==> src/rv64_decode_pkg.sv <==
`default_nettype none

package rv64_decode_pkg;

    localparam int INSTR_W    = 32;
    localparam int REG_ADDR_W = 5;
    localparam int OP_W       = 6;
    localparam int ALU_W      = 4;
    // op, alufunc, ra1, ra2 and the five flags as one merge word
    localparam int CTL_W      = OP_W + ALU_W + 2 * REG_ADDR_W + 5;

    localparam logic [6:0] OPC_OP_IMM    = 7'b0010011;
    localparam logic [6:0] OPC_OP        = 7'b0110011;
    localparam logic [6:0] OPC_OP_IMM_32 = 7'b0011011;
    localparam logic [6:0] OPC_OP_32     = 7'b0111011;
    localparam logic [6:0] OPC_LUI       = 7'b0110111;
    localparam logic [6:0] OPC_AUIPC     = 7'b0010111;
    localparam logic [6:0] OPC_LOAD      = 7'b0000011;
    localparam logic [6:0] OPC_STORE     = 7'b0100011;
    localparam logic [6:0] OPC_BRANCH    = 7'b1100011;
    localparam logic [6:0] OPC_JAL       = 7'b1101111;
    localparam logic [6:0] OPC_JALR      = 7'b1100111;

    // integer rows, shared by the register and immediate forms
    localparam logic [2:0] F3_ADD  = 3'b000;
    localparam logic [2:0] F3_SLL  = 3'b001;
    localparam logic [2:0] F3_SLT  = 3'b010;
    localparam logic [2:0] F3_SLTU = 3'b011;
    localparam logic [2:0] F3_XOR  = 3'b100;
    localparam logic [2:0] F3_SRL  = 3'b101; // SRA too, told apart by the upper field
    localparam logic [2:0] F3_OR   = 3'b110;
    localparam logic [2:0] F3_AND  = 3'b111;

    localparam logic [2:0] F3_LB  = 3'b000;
    localparam logic [2:0] F3_LH  = 3'b001;
    localparam logic [2:0] F3_LW  = 3'b010;
    localparam logic [2:0] F3_LD  = 3'b011;
    localparam logic [2:0] F3_LBU = 3'b100;
    localparam logic [2:0] F3_LHU = 3'b101;
    localparam logic [2:0] F3_LWU = 3'b110;

    localparam logic [2:0] F3_SB = 3'b000;
    localparam logic [2:0] F3_SH = 3'b001;
    localparam logic [2:0] F3_SW = 3'b010;
    localparam logic [2:0] F3_SD = 3'b011;

    localparam logic [2:0] F3_BEQ  = 3'b000;
    localparam logic [2:0] F3_BNE  = 3'b001;
    localparam logic [2:0] F3_BLT  = 3'b100;
    localparam logic [2:0] F3_BGE  = 3'b101;
    localparam logic [2:0] F3_BLTU = 3'b110;
    localparam logic [2:0] F3_BGEU = 3'b111;
    localparam logic [2:0] F3_JALR = 3'b000;

    localparam logic [6:0] F7_BASE = 7'b0000000;
    localparam logic [6:0] F7_ALT  = 7'b0100000;
    localparam logic [5:0] F6_BASE = 6'b000000;
    localparam logic [5:0] F6_ALT  = 6'b010000;

    localparam logic [OP_W-1:0] OP_NOP     = 6'd0;
    localparam logic [OP_W-1:0] OP_ADDI    = 6'd1;
    localparam logic [OP_W-1:0] OP_SLTI    = 6'd2;
    localparam logic [OP_W-1:0] OP_SLTIU   = 6'd3;
    localparam logic [OP_W-1:0] OP_XORI    = 6'd4;
    localparam logic [OP_W-1:0] OP_ORI     = 6'd5;
    localparam logic [OP_W-1:0] OP_ANDI    = 6'd6;
    localparam logic [OP_W-1:0] OP_SLLI    = 6'd7;
    localparam logic [OP_W-1:0] OP_SRLI    = 6'd8;
    localparam logic [OP_W-1:0] OP_SRAI    = 6'd9;
    localparam logic [OP_W-1:0] OP_ADD     = 6'd10;
    localparam logic [OP_W-1:0] OP_SUB     = 6'd11;
    localparam logic [OP_W-1:0] OP_SLL     = 6'd12;
    localparam logic [OP_W-1:0] OP_SLT     = 6'd13;
    localparam logic [OP_W-1:0] OP_SLTU    = 6'd14;
    localparam logic [OP_W-1:0] OP_XOR     = 6'd15;
    localparam logic [OP_W-1:0] OP_SRL     = 6'd16;
    localparam logic [OP_W-1:0] OP_SRA     = 6'd17;
    localparam logic [OP_W-1:0] OP_OR      = 6'd18;
    localparam logic [OP_W-1:0] OP_AND     = 6'd19;
    localparam logic [OP_W-1:0] OP_ADDIW   = 6'd20;
    localparam logic [OP_W-1:0] OP_SLLIW   = 6'd21;
    localparam logic [OP_W-1:0] OP_SRLIW   = 6'd22;
    localparam logic [OP_W-1:0] OP_SRAIW   = 6'd23;
    localparam logic [OP_W-1:0] OP_ADDW    = 6'd24;
    localparam logic [OP_W-1:0] OP_SUBW    = 6'd25;
    localparam logic [OP_W-1:0] OP_SLLW    = 6'd26;
    localparam logic [OP_W-1:0] OP_SRLW    = 6'd27;
    localparam logic [OP_W-1:0] OP_SRAW    = 6'd28;
    localparam logic [OP_W-1:0] OP_LUI     = 6'd29;
    localparam logic [OP_W-1:0] OP_AUIPC   = 6'd30;
    localparam logic [OP_W-1:0] OP_LB      = 6'd31;
    localparam logic [OP_W-1:0] OP_LH      = 6'd32;
    localparam logic [OP_W-1:0] OP_LW      = 6'd33;
    localparam logic [OP_W-1:0] OP_LD      = 6'd34;
    localparam logic [OP_W-1:0] OP_LBU     = 6'd35;
    localparam logic [OP_W-1:0] OP_LHU     = 6'd36;
    localparam logic [OP_W-1:0] OP_LWU     = 6'd37;
    localparam logic [OP_W-1:0] OP_SB      = 6'd38;
    localparam logic [OP_W-1:0] OP_SH      = 6'd39;
    localparam logic [OP_W-1:0] OP_SW      = 6'd40;
    localparam logic [OP_W-1:0] OP_SD      = 6'd41;
    localparam logic [OP_W-1:0] OP_BEQ     = 6'd42;
    localparam logic [OP_W-1:0] OP_BNE     = 6'd43;
    localparam logic [OP_W-1:0] OP_BLT     = 6'd44;
    localparam logic [OP_W-1:0] OP_BGE     = 6'd45;
    localparam logic [OP_W-1:0] OP_BLTU    = 6'd46;
    localparam logic [OP_W-1:0] OP_BGEU    = 6'd47;
    localparam logic [OP_W-1:0] OP_JAL     = 6'd48;
    localparam logic [OP_W-1:0] OP_JALR    = 6'd49;
    localparam logic [OP_W-1:0] OP_UNKNOWN = 6'd63;

    localparam logic [ALU_W-1:0] ALU_ADD  = 4'd0;
    localparam logic [ALU_W-1:0] ALU_SUB  = 4'd1;
    localparam logic [ALU_W-1:0] ALU_AND  = 4'd2;
    localparam logic [ALU_W-1:0] ALU_OR   = 4'd3;
    localparam logic [ALU_W-1:0] ALU_XOR  = 4'd4;
    localparam logic [ALU_W-1:0] ALU_SLL  = 4'd5;
    localparam logic [ALU_W-1:0] ALU_SRL  = 4'd6;
    localparam logic [ALU_W-1:0] ALU_SRA  = 4'd7;
    localparam logic [ALU_W-1:0] ALU_SLT  = 4'd8;
    localparam logic [ALU_W-1:0] ALU_SLTU = 4'd9;
    localparam logic [ALU_W-1:0] ALU_ADDW = 4'd10;
    localparam logic [ALU_W-1:0] ALU_SUBW = 4'd11;
    localparam logic [ALU_W-1:0] ALU_SLLW = 4'd12;
    localparam logic [ALU_W-1:0] ALU_SRLW = 4'd13;
    localparam logic [ALU_W-1:0] ALU_SRAW = 4'd14;
    localparam logic [ALU_W-1:0] ALU_CMP  = 4'd15;
    // the link value is pc + 4, so jumps share the adder code
    localparam logic [ALU_W-1:0] ALU_LINK = ALU_ADD;

    // one instruction word seen as R form or as I form
    typedef union packed {
        struct packed {
            logic [6:0]            funct7;
            logic [REG_ADDR_W-1:0] rs2;
            logic [REG_ADDR_W-1:0] rs1;
            logic [2:0]            funct3;
            logic [REG_ADDR_W-1:0] rd;
            logic [6:0]            opcode;
        } r;
        struct packed {
            logic [11:0]           imm12;
            logic [REG_ADDR_W-1:0] rs1;
            logic [2:0]            funct3;
            logic [REG_ADDR_W-1:0] rd;
            logic [6:0]            opcode;
        } i;
    } instr_u;

endpackage

`default_nettype wire
==> src/decode_if.sv <==
`timescale 1ns/1ps
`default_nettype none

interface decode_if;
    import rv64_decode_pkg::*;

    logic                  hit;
    logic [OP_W-1:0]       op;
    logic [ALU_W-1:0]      alufunc;
    logic                  regwrite;
    logic                  memread;
    logic                  memwrite;
    logic                  branch;
    logic                  nop;
    logic [REG_ADDR_W-1:0] ra1;
    logic [REG_ADDR_W-1:0] ra2;

    modport src (
        output hit, op, alufunc, regwrite, memread, memwrite, branch, nop, ra1, ra2
    );

    modport dst (
        input hit, op, alufunc, regwrite, memread, memwrite, branch, nop, ra1, ra2
    );

endinterface

`default_nettype wire

==> src/rv64_decoder.sv <==
`timescale 1ns/1ps
`default_nettype none

module rv64_decoder (
    input  logic                                  clk,
    input  logic                                  rst_n,
    input  logic                                  instr_valid,
    input  logic [rv64_decode_pkg::INSTR_W-1:0]    instr,
    output logic                                  ctl_valid,
    output logic                                  regwrite,
    output logic                                  memread,
    output logic                                  memwrite,
    output logic                                  branch,
    output logic                                  nop,
    output logic [rv64_decode_pkg::OP_W-1:0]       op,
    output logic [rv64_decode_pkg::ALU_W-1:0]      alufunc,
    output logic [rv64_decode_pkg::REG_ADDR_W-1:0] ra1,
    output logic [rv64_decode_pkg::REG_ADDR_W-1:0] ra2
);
    import rv64_decode_pkg::*;

    instr_u instr_w;

    decode_if int_res ();
    decode_if mem_res ();
    decode_if flow_res ();

    assign instr_w = instr_u'(instr);

    int_decoder i_int_dec (
        .instr (instr_w),
        .res   (int_res)
    );

    mem_decoder i_mem_dec (
        .instr (instr_w),
        .res   (mem_res)
    );

    flow_decoder i_flow_dec (
        .instr (instr_w),
        .res   (flow_res)
    );

    decode_stage i_stage (
        .clk         (clk),
        .rst_n       (rst_n),
        .instr_valid (instr_valid),
        .int_res     (int_res),
        .mem_res     (mem_res),
        .flow_res    (flow_res),
        .ctl_valid   (ctl_valid),
        .regwrite    (regwrite),
        .memread     (memread),
        .memwrite    (memwrite),
        .branch      (branch),
        .nop         (nop),
        .op          (op),
        .alufunc     (alufunc),
        .ra1         (ra1),
        .ra2         (ra2)
    );

endmodule

`default_nettype wire

==> src/decode_stage.sv <==
`timescale 1ns/1ps
`default_nettype none

module decode_stage (
    input  logic                                  clk,
    input  logic                                  rst_n,
    input  logic                                  instr_valid,
    decode_if.dst                                 int_res,
    decode_if.dst                                 mem_res,
    decode_if.dst                                 flow_res,
    output logic                                  ctl_valid,
    output logic                                  regwrite,
    output logic                                  memread,
    output logic                                  memwrite,
    output logic                                  branch,
    output logic                                  nop,
    output logic [rv64_decode_pkg::OP_W-1:0]       op,
    output logic [rv64_decode_pkg::ALU_W-1:0]      alufunc,
    output logic [rv64_decode_pkg::REG_ADDR_W-1:0] ra1,
    output logic [rv64_decode_pkg::REG_ADDR_W-1:0] ra2
);
    import rv64_decode_pkg::*;

    logic [CTL_W-1:0] int_word;
    logic [CTL_W-1:0] mem_word;
    logic [CTL_W-1:0] flow_word;
    logic [CTL_W-1:0] sel_word;

    // payload fields sit above the five flags in the low bits
    assign int_word  = {int_res.op, int_res.alufunc, int_res.ra1, int_res.ra2,
                        int_res.regwrite, int_res.memread, int_res.memwrite,
                        int_res.branch, int_res.nop};
    assign mem_word  = {mem_res.op, mem_res.alufunc, mem_res.ra1, mem_res.ra2,
                        mem_res.regwrite, mem_res.memread, mem_res.memwrite,
                        mem_res.branch, mem_res.nop};
    assign flow_word = {flow_res.op, flow_res.alufunc, flow_res.ra1, flow_res.ra2,
                        flow_res.regwrite, flow_res.memread, flow_res.memwrite,
                        flow_res.branch, flow_res.nop};

    always_comb
    begin
        if (int_res.hit)
            sel_word = int_word;
        else if (mem_res.hit)
            sel_word = mem_word;
        else if (flow_res.hit)
            sel_word = flow_word;
        else
            sel_word = {OP_UNKNOWN, {(CTL_W - OP_W){1'b0}}}; // no class matched
    end

    always_ff @(posedge clk)
    begin
        if (!rst_n)
        begin
            ctl_valid <= 1'b0;
            {regwrite, memread, memwrite, branch, nop} <= '0;
        end
        else
        begin
            ctl_valid <= instr_valid;
            if (instr_valid)
                {regwrite, memread, memwrite, branch, nop} <= sel_word[4:0];
        end
    end

    always_ff @(posedge clk)
    begin
        if (instr_valid)
            {op, alufunc, ra1, ra2} <= sel_word[CTL_W-1:5];
    end

    assert property (@(posedge clk) disable iff (!rst_n)
        instr_valid |-> $onehot0({int_res.hit, mem_res.hit, flow_res.hit}))
        else $error("more than one decoder claimed the instruction");

    // a load and a store never share one control word
    assert property (@(posedge clk) disable iff (!rst_n)
        ctl_valid |-> !(memread && memwrite))
        else $error("registered control word has memread and memwrite both set");

endmodule

`default_nettype wire

==> src/flow_decoder.sv <==
`timescale 1ns/1ps
`default_nettype none

module flow_decoder (
    input  rv64_decode_pkg::instr_u instr,
    decode_if.src                   res
);
    import rv64_decode_pkg::*;

    logic [OP_W-1:0] op_d;
    logic            is_jump;

    always_comb
    begin
        op_d = OP_UNKNOWN;
        case (instr.r.opcode)
        OPC_BRANCH:
            case (instr.r.funct3)
            F3_BEQ:  op_d = OP_BEQ;
            F3_BNE:  op_d = OP_BNE;
            F3_BLT:  op_d = OP_BLT;
            F3_BGE:  op_d = OP_BGE;
            F3_BLTU: op_d = OP_BLTU;
            F3_BGEU: op_d = OP_BGEU;
            default: op_d = OP_UNKNOWN;
            endcase
        OPC_JAL: op_d = OP_JAL;
        OPC_JALR:
            if (instr.i.funct3 == F3_JALR)
                op_d = OP_JALR;
        default: ;
        endcase
    end

    assign is_jump = op_d == OP_JAL || op_d == OP_JALR;

    assign res.hit      = op_d != OP_UNKNOWN;
    assign res.op       = op_d;
    assign res.alufunc  = is_jump ? ALU_LINK : ALU_CMP;
    assign res.regwrite = is_jump; // jumps write the link register
    assign res.memread  = 1'b0;
    assign res.memwrite = 1'b0;
    assign res.branch   = res.hit;
    assign res.nop      = 1'b0;
    // JAL targets are pc relative and read no register
    assign res.ra1      = (res.hit && op_d != OP_JAL) ? instr.r.rs1 : '0;
    assign res.ra2      = (res.hit && !is_jump) ? instr.r.rs2 : '0;

endmodule

`default_nettype wire

==> src/mem_decoder.sv <==
`timescale 1ns/1ps
`default_nettype none

module mem_decoder (
    input  rv64_decode_pkg::instr_u instr,
    decode_if.src                   res
);
    import rv64_decode_pkg::*;

    logic [OP_W-1:0] op_d;
    logic            is_store;

    always_comb
    begin
        op_d = OP_UNKNOWN;
        case (instr.r.opcode)
        OPC_LOAD:
            case (instr.i.funct3)
            F3_LB:   op_d = OP_LB;
            F3_LH:   op_d = OP_LH;
            F3_LW:   op_d = OP_LW;
            F3_LD:   op_d = OP_LD;
            F3_LBU:  op_d = OP_LBU;
            F3_LHU:  op_d = OP_LHU;
            F3_LWU:  op_d = OP_LWU;
            default: op_d = OP_UNKNOWN;
            endcase
        OPC_STORE:
            case (instr.r.funct3)
            F3_SB:   op_d = OP_SB;
            F3_SH:   op_d = OP_SH;
            F3_SW:   op_d = OP_SW;
            F3_SD:   op_d = OP_SD;
            default: op_d = OP_UNKNOWN;
            endcase
        default: ;
        endcase
    end

    assign is_store = instr.r.opcode == OPC_STORE;

    assign res.hit      = op_d != OP_UNKNOWN;
    assign res.op       = op_d;
    assign res.alufunc  = ALU_ADD;  // address is base plus offset
    assign res.memread  = res.hit && !is_store;
    assign res.memwrite = res.hit && is_store;
    assign res.regwrite = res.memread;
    assign res.branch   = 1'b0;
    assign res.nop      = 1'b0;
    assign res.ra1      = res.hit ? instr.r.rs1 : '0;
    assign res.ra2      = res.memwrite ? instr.r.rs2 : '0; // loads carry no store data

endmodule

`default_nettype wire

==> src/int_decoder.sv <==
`timescale 1ns/1ps
`default_nettype none

module int_decoder (
    input  rv64_decode_pkg::instr_u instr,
    decode_if.src                   res
);
    import rv64_decode_pkg::*;

    logic [OP_W-1:0]  op_d;
    logic [ALU_W-1:0] alu_d;
    logic             rs1_en;
    logic             rs2_en;
    logic [5:0]       sh_hi;

    assign sh_hi = instr.i.imm12[11:6]; // upper field of the 64-bit shift immediates

    always_comb
    begin
        op_d   = OP_UNKNOWN;
        alu_d  = ALU_ADD;
        rs1_en = 1'b0;
        rs2_en = 1'b0;
        if (instr == '0)
            op_d = OP_NOP;
        else
        begin
            case (instr.r.opcode)
            OPC_OP_IMM:
            begin
                rs1_en = 1'b1;
                case (instr.i.funct3)
                F3_ADD:  {op_d, alu_d} = {OP_ADDI, ALU_ADD};
                F3_SLT:  {op_d, alu_d} = {OP_SLTI, ALU_SLT};
                F3_SLTU: {op_d, alu_d} = {OP_SLTIU, ALU_SLTU};
                F3_XOR:  {op_d, alu_d} = {OP_XORI, ALU_XOR};
                F3_OR:   {op_d, alu_d} = {OP_ORI, ALU_OR};
                F3_AND:  {op_d, alu_d} = {OP_ANDI, ALU_AND};
                F3_SLL:
                    if (sh_hi == F6_BASE)
                        {op_d, alu_d} = {OP_SLLI, ALU_SLL};
                F3_SRL:
                    if (sh_hi == F6_BASE)
                        {op_d, alu_d} = {OP_SRLI, ALU_SRL};
                    else if (sh_hi == F6_ALT)
                        {op_d, alu_d} = {OP_SRAI, ALU_SRA};
                default: ;
                endcase
            end
            OPC_OP:
            begin
                rs1_en = 1'b1;
                rs2_en = 1'b1;
                case ({instr.r.funct7, instr.r.funct3})
                {F7_BASE, F3_ADD}:  {op_d, alu_d} = {OP_ADD, ALU_ADD};
                {F7_ALT, F3_ADD}:   {op_d, alu_d} = {OP_SUB, ALU_SUB};
                {F7_BASE, F3_SLL}:  {op_d, alu_d} = {OP_SLL, ALU_SLL};
                {F7_BASE, F3_SLT}:  {op_d, alu_d} = {OP_SLT, ALU_SLT};
                {F7_BASE, F3_SLTU}: {op_d, alu_d} = {OP_SLTU, ALU_SLTU};
                {F7_BASE, F3_XOR}:  {op_d, alu_d} = {OP_XOR, ALU_XOR};
                {F7_BASE, F3_SRL}:  {op_d, alu_d} = {OP_SRL, ALU_SRL};
                {F7_ALT, F3_SRL}:   {op_d, alu_d} = {OP_SRA, ALU_SRA};
                {F7_BASE, F3_OR}:   {op_d, alu_d} = {OP_OR, ALU_OR};
                {F7_BASE, F3_AND}:  {op_d, alu_d} = {OP_AND, ALU_AND};
                default: ;
                endcase
            end
            OPC_OP_IMM_32:
            begin
                rs1_en = 1'b1;
                case (instr.i.funct3)
                F3_ADD: {op_d, alu_d} = {OP_ADDIW, ALU_ADDW};
                F3_SLL:
                    if (sh_hi == F6_BASE)
                        {op_d, alu_d} = {OP_SLLIW, ALU_SLLW};
                F3_SRL:
                    if (sh_hi == F6_BASE)
                        {op_d, alu_d} = {OP_SRLIW, ALU_SRLW};
                    else if (sh_hi == F6_ALT)
                        {op_d, alu_d} = {OP_SRAIW, ALU_SRAW};
                default: ;
                endcase
            end
            OPC_OP_32:
            begin
                rs1_en = 1'b1;
                rs2_en = 1'b1;
                case ({instr.r.funct7, instr.r.funct3})
                {F7_BASE, F3_ADD}: {op_d, alu_d} = {OP_ADDW, ALU_ADDW};
                {F7_ALT, F3_ADD}:  {op_d, alu_d} = {OP_SUBW, ALU_SUBW};
                {F7_BASE, F3_SLL}: {op_d, alu_d} = {OP_SLLW, ALU_SLLW};
                {F7_BASE, F3_SRL}: {op_d, alu_d} = {OP_SRLW, ALU_SRLW};
                {F7_ALT, F3_SRL}:  {op_d, alu_d} = {OP_SRAW, ALU_SRAW};
                default: ;
                endcase
            end
            OPC_LUI:   op_d = OP_LUI; // upper immediates read no register
            OPC_AUIPC: op_d = OP_AUIPC;
            default: ;
            endcase
        end
    end

    assign res.hit      = op_d != OP_UNKNOWN;
    assign res.op       = op_d;
    assign res.alufunc  = alu_d;
    assign res.regwrite = res.hit && op_d != OP_NOP;
    assign res.memread  = 1'b0;
    assign res.memwrite = 1'b0;
    assign res.branch   = 1'b0;
    assign res.nop      = op_d == OP_NOP;
    assign res.ra1      = (res.hit && rs1_en) ? instr.r.rs1 : '0;
    assign res.ra2      = (res.hit && rs2_en) ? instr.r.rs2 : '0;

endmodule

`default_nettype wire

==> config.mk <==
export PLATFORM = sky130hd
export DESIGN_NAME = rv64_decoder
export DESIGN_NICKNAME = d
export VERILOG_FILES = /design/src/rv64_decode_pkg.sv /design/src/decode_if.sv /design/src/rv64_decoder.sv /design/src/decode_stage.sv /design/src/flow_decoder.sv /design/src/mem_decoder.sv /design/src/int_decoder.sv
export SDC_FILE = /design/constraint.sdc
export NUM_CORES = 1
export LEC_CHECK = 0
export ABC_AREA = 1
export ABC_CLOCK_PERIOD_IN_PS = 2930
export BUFFER_PORTS_ARGS = -buffer_cell sky130_fd_sc_hd__buf_2
export CORE_MARGIN = 2
export CORE_UTILIZATION = 35
export DETAILED_ROUTE_END_ITERATION = 8
export MAX_ROUTING_LAYER = met4
export SYNTH_ARGS = -nofsm -noshare
export SYNTH_HDL_FRONTEND = slang
export SYNTH_SLANG_ARGS = --single-unit
==> constraint.sdc <==
create_clock -name clk -period 2.93 [get_ports clk]
set_input_delay 0.586 -clock clk [delete_from_list [all_inputs] [get_ports clk]]
set_output_delay 0.586 -clock clk [all_outputs]
set_load 0.02 [all_outputs]
==> metrics, run 1 <==
Area after DPL 2689 um2; Die Y-Extent 85.26 um; number of buffers created by CTS 3; GR Overflow Total 0; P&R area growth vs syn 19.22%; setup violators final 0; clock latency on the worst-skew pair 0.27 ns; first-pass GRT wire length 10640 um; H-tree depth 1; status complete, no violations; Die Span X 85.26 um; CP cell instances buf_2, inv_2, nand2_4, inv_2, o211ai_1, nand2_1, o22ai_1, a21oi_1; peak supply drop 0.0001826 V; CP endpoint kind flop; largest net degree at the start of global routing 30; vias in the first global route 2258; Avg Cell Area, Syn 6.757 um2; final slew viol count 0; FFs w/ async S/R, synth 0; post-synth top area cell edfxtp_1; synth warn 0; Detailed Route WL 6517 um; final hold vios 0; Vias 2496; switching pwr 241.5 uW; Critical Path RT 2.94 ns; Comb pwr share 0.216; Setup TNS Final 0 ns; CP max FO 10; CP max stage delay 0.40 ns; Tot GR Track Use 0.1887; post-DP HPWL 5405 um; relative slew slack 0.5873; worst path bufs/invs 3; initial core utilization 0.3639; Clock transition at path regs 0.09 ns; diode count 0; EDFF count, synth 20; Slowest-stage cell, CP o22ai_1; P_int 621.5 uW; synth cell count leaders nand2_1, inv_1, nor2_1; HP Class flop to flop; DR iter-0 viols 235; final worst path period share 0.7516; full die area 7268 um2; clock share of power 0.296; Gates resized, CTS repair 0; Syn Std Cell Area 2311 um2; Vias/cell 5.200; cells after synthesis 342; Critical Path Most Common Cell inv_2; Synth Flop Type edfxtp_1; hold_buf cts 0; fmax 0.4541 GHz; most frequent cell after synthesis nand2_1; top-level port count 61; Bufs on Longest Clock Path 2; DRT Pass-1 Iters 5; Netlist cell types 34; Seq cells post-synth 26; post-synth net total 377; sequential area share after synthesis 0.3119; RSZ-0062 raised after global routing no; ranking of synthesized cells by area edfxtp_1, nand2_1, inv_1, nor2_1, dfxtp_1; Placement Rows 29; Crit Path Class primary input to flop; layout cells sized above 1 0.2978; GP Congestion 1.002; fin area 2755 um2; DRC errors left 0; Worst-Margin Slew 0.6134 ns; Pwr Density 313.2 nW/um2; cell family with the largest share of critical-path delay compound AO/OA/AOI/OAI gates; Sw Ratio 0.2799; PortBufs 60; Max Cap Viol 0; crit path DAT 2.21 ns; Root Driver clkbuf_8; fin nets 439; ANT nets after route 0; clock sinks 26; Flop pwr share 0.488; core area 6350 um2; Clock Skew 0 ns; Tmin final 2.202 ns; wire per inst 13.58 um; initial antenna violation count 0; Synth top area share 0.2599; Final Power 863.0 uW; CTS tree done; Post-CTS Setup Inserts 0; Pleak 1.369 nW; Startpoint Class primary input
==> worst reg2reg max path: stages, from the launching register on <==
cell and delay [ns]:
dfxtp_1 0.32, o21ai_0 0.16, a21oi_1 0.06
==> area by class of cell <==
cell class | count | area (um2)
Timing Repair Buffer | 60 | 300.3
Fill cell | 693 | 3595
Clock buffer | 4 | 66.31
Inverter | 58 | 217.7
Multi-Input combinational cell | 255 | 1354
Sequential cell | 26 | 720.7
Tap cell | 77 | 96.34
==> worst paths after layout <==
check / start / endpoint / slack [ns] / cells past startpoint
max reg2reg: i_stage.nop$_SDFFE_PN0P_ / i_stage.nop$_SDFFE_PN0P_ / 2.27 / 2
max: instr[14] / i_stage.ra1[3]$_DFFE_PP_ / 0.73 / 8
min reg2reg: i_stage.memread$_SDFFE_PN0P_ / i_stage.memread$_SDFFE_PN0P_ / 0.47 / 2
min: i_stage.memread$_SDFFE_PN0P_ / i_stage.memread$_SDFFE_PN0P_ / 0.47 / 2
==> power groups by stage <==
| stage | sequential, mW | clock, mW | combinational (mW) |
|---|---|---|---|
| 3_5_place_dp | 0.430 | 0 | 0.186 |
| 4_1_cts | 0.421 | 0.267 | 0.186 |
| 3_3_place_gp | 0.430 | 0 | 0.186 |
| 2_1_floorplan | 0.457 | 0 | 0.0838 |
| 6_report | 0.421 | 0.256 | 0.186 |
| 5_1_grt | 0.423 | 0.286 | 0.206 |
==> layout by cell type, fill, tap and decap left out <==
master,Yosys,layout
o21ai_2,1,1
nand4_2,1,1
clkbuf_8,0,3
a32oi_1,1,1
nand4_1,12,12
dfxtp_1,6,6
nand3b_1,3,3
inv_2,13,13
o311ai_0,1,1
nor3_2,1,1
a31oi_1,1,1
a21oi_1,21,21
nor2_8,1,1
nand2_1,86,86
and2_2,1,1
o21a_1,1,1
clkbuf_16,0,1
o21bai_2,1,1
o22ai_1,5,5
nand3_2,4,4
o21ai_0,20,20
o21ai_1,5,5
buf_2,0,60
nor2_2,13,13
nor4_1,3,3
nand3_4,2,2
nor3_1,3,3
nand2_2,7,7
edfxtp_1,20,20
nor2_1,34,34
inv_1,45,45
nand2_4,3,3
nand3_1,14,14
nor2_4,8,8
o211ai_1,2,2
==> cell families (layout without fill, tap and decap cells) <==
kind of cell | Yosys count | count (layout) | share of synthesized area
compound gates | 59 | 59 | 0.1419
buf+inv | 61 | 122 | 0.1023
flops | 26 | 26 | 0.3119
simple gates | 196 | 196 | 0.4440
==> registers in the layout, summed over array words and instances, names as in the netlist <==
register and flops:
i_stage.regwrite 1, i_stage.ra2 5, i_stage.op 6, i_stage.memwrite 1, i_stage.nop 1, i_stage.memread 1, i_stage.ra1 5, i_stage.alufunc 4
i_stage.ctl_valid 1, i_stage.branch 1
==> routing by layer <==
layer / global-route usage / share of wire / vias up / routed length (um)
met5: - / 0 / - / 0
met4: 0.05339 / 0.021 / 0 / 136
met3: 0.03016 / 0.086 / 15 / 559
met2: 0.2891 / 0.43 / 133 / 2820
met1: 0.2578 / 0.46 / 1097 / 3000
li1: - / - / 1251 / -
==> metrics by stage <==
| stage | setup slack [ns] | hold WS, ns | cells | utilization |
|---|---|---|---|---|
| after global placement | 0.4882 | 0.4526 | 476 | 0.4234 |
| final | 0.7278 | 0.4664 | 480 | 0.4339 |
| after detailed placement | 0.5256 | 0.4577 | 476 | 0.4234 |
| after floorplan | 0.9699 | 0.5402 | 342 | - |
| after global routing | 0.6217 | 0.4981 | 480 | 0.4339 |
| after CTS | 0.8124 | 0.4708 | 480 | 0.4339 |
Power figures use the tool's default switching activity.
==> run 2, diff against run 1 <==
ABC_AREA = 0   (was 1)
ABC_CLOCK_PERIOD_IN_PS = 2210   (was 2930)
clock period = 2.21 ns   (was 2.93 ns; I/O delays follow)
==> run 2 against run 1 <==
Against the previous run: the run now ends with setup timing left; global-route usage is 3.8 points higher; clock power is 7% higher; via count shrank 1.9%; sequential power is 32% higher.
==> metrics, run 2 <==
status complete, but fails checks; failing checks setup timing; CP endpoint kind flop; Tot GR Track Use 0.2267; Core Util, Final 0.5194; synth warn 0; most frequent cells in the layout buf_4, buf_2, nor2_1; Vias/cell 5.579; H-tree depth 1; ranking of synthesized cells by area edfxtp_1, dfxtp_1, o21ai_0, nor2_1, nand3_1; final slew viol count 0; Clock Skew 0 ns; Detailed Route WL 7136 um; # fillers 612; final hold vios 0; Vias 2449; sequential area share after synthesis 0.3363; Syn Std Cell Area 2143 um2; DR iter-0 viols 238; fin nets 400; core area 5921 um2; Die Span X 82.26 um; number of buffers created by CTS 3; post-synth net total 292; peak supply drop 0.0002746 V; clock latency on the worst-skew pair 0.26 ns; ANT nets after route 0; Largest register FFs 6; initial antenna violation count 0; Netlist cell types 61; full die area 6766 um2; final setup margin -0.1048 ns; Critical Path RT 2.35 ns; Worst-Margin Slew 0.5276 ns; GR Overflow Total 0; DRC errors left 0; Final Power 1.161 mW; DP Cell Count 433; Post-Layout Cell Count 439; DRT Pass-1 Iters 4; hold_buf cts 0; Synth top area share 0.2802; RSZ-0062 raised after global routing yes; Max Cap Viol 0; Avg Cell Area, Syn 8.340 um2; Startpoint Class primary input; PortBufs 60; Clock transition at path regs 0.09 ns; Pleak 1.252 nW; post-DP HPWL 5612 um; P&R area growth vs syn 43.49%; Pwr Density 377.6 nW/um2; initial core utilization 0.3620; vias in the first global route 2364; register area 720.7 um2; post-synth top area cell edfxtp_1; clock sinks 26; Multi-input gate area 1405 um2; CP max FO 7; GP Congestion 1.006; fmax 0.4320 GHz; Placement Rows 28; Die Y-Extent 82.26 um; synth cell count leaders nor2_1, o21ai_0, edfxtp_1; Tmin final 2.315 ns; largest net degree at the start of global routing 21; final worst path period share 1.047; wire per inst 16.26 um; CTS tree done; Setup TNS Final -0.8866 ns; Bufs on Longest Clock Path 2; FFs w/ async S/R, synth 0; cells after synthesis 257; setup violators final 17; Crit Path Class primary input to flop; most common cell after layout, fill and taps aside buf_4; relative slew slack 0.6456; HP Class primary input to flop; Synth Flop Type edfxtp_1; Root Driver clkbuf_8; layout cells sized above 1 0.4231; Seq cells post-synth 26; crit path DAT 2.46 ns; diode count 0; first-pass GRT wire length 11540 um; EDFF count, synth 20; top-level port count 61
-- run 2: changes by cell type in the layout (fill, tap and decap cells not counted), sizes merged, moves of 6 or more --
cell	delta
nand4	-12
a21oi	-9
nor2	-35
inv	-55
nand2	-80
nand2b	+6
nor3	+9
buf	+64
and2	+7
nor2b	+13
-- run 2: cells by family after synthesis --
logic type | after synthesis | synth area share
multiplexers | 4 | 0.01926
buffers and inverters | 24 | 0.04670
XOR/XNOR | 4 | 0.01635
AND/OR/NAND/NOR | 120 | 0.3211
flip-flops | 26 | 0.3363
AO/OA/AOI/OAI | 79 | 0.2604
-- run 2: repair_timing --
item,4_1_cts,5_1_grt
setup buffers,1,1
pin swaps,3,3
gates resized for setup,9,8
endpoints found under the hold margin,0,0
setup endpoints to repair,16,20
-- run 2: power breakdown --
| part | total, mW | leakage (nW) | switching [mW] | internal, mW |
|---|---|---|---|---|
| combinational | 0.334 | 0.987 | 0.191 | 0.143 |
| clock | 0.274 | 0.0228 | 0.145 | 0.129 |
| sequential | 0.554 | 0.242 | 0.00531 | 0.548 |
-- run 2: final cells by class --
| class | count | area share |
|---|---|---|
| Clock buffer | 4 | 0.01465 |
| Inverter | 3 | 0.003662 |
| Multi-Input combinational cell | 207 | 0.4569 |
| Sequential cell | 26 | 0.2343 |
| Tap cell | 75 | 0.03051 |
| Timing Repair Buffer | 124 | 0.2600 |
-- run 2: per-layer routing --
| layer | GRT usage | vias to the layer above | share of wire |
|---|---|---|---|
| met5 | - | - | 0 |
| met4 | 0.08667 | 0 | 0.023 |
| met1 | 0.2861 | 1146 | 0.45 |
| li1 | - | 1201 | - |
| met2 | 0.3774 | 87 | 0.48 |
| met3 | 0.01848 | 15 | 0.047 |
-- run 2: metrics by stage --
stage	hold WS, ns	instance area [um2]	setup WS (ns)
2_1_floorplan	0.5541	2152	-0.2176
3_3_place_gp	0.4702	2935	-0.4440
3_5_place_dp	0.4672	2935	-0.4870
4_1_cts	0.4365	3027	-0.06994
5_1_grt	0.4530	3075	-0.1506
6_report	0.4462	3075	-0.1048
-- run 2: worst paths after layout --
kind	from	end	slack, ns	cells after the start
setup / recovery	instr[26]	i_stage.ra2[0]$_DFFE_PP_	-0.10	7
hold / removal	rst_n	i_stage.nop$_SDFFE_PN0P_	0.45	2
setup reg to reg	i_stage.regwrite$_SDFFE_PN0P_	i_stage.regwrite$_SDFFE_PN0P_	1.33	3
hold reg to reg	i_stage.memwrite$_SDFFE_PN0P_	i_stage.memwrite$_SDFFE_PN0P_	0.48	2
-- run 2: critical path, cell delays in order --
cell and delay, ns:
buf_6 0.09, or4_4 0.54, or3_4 0.36, o21bai_4 0.14, or3b_4 0.47, o211a_4 0.30
nor2b_2 0.12
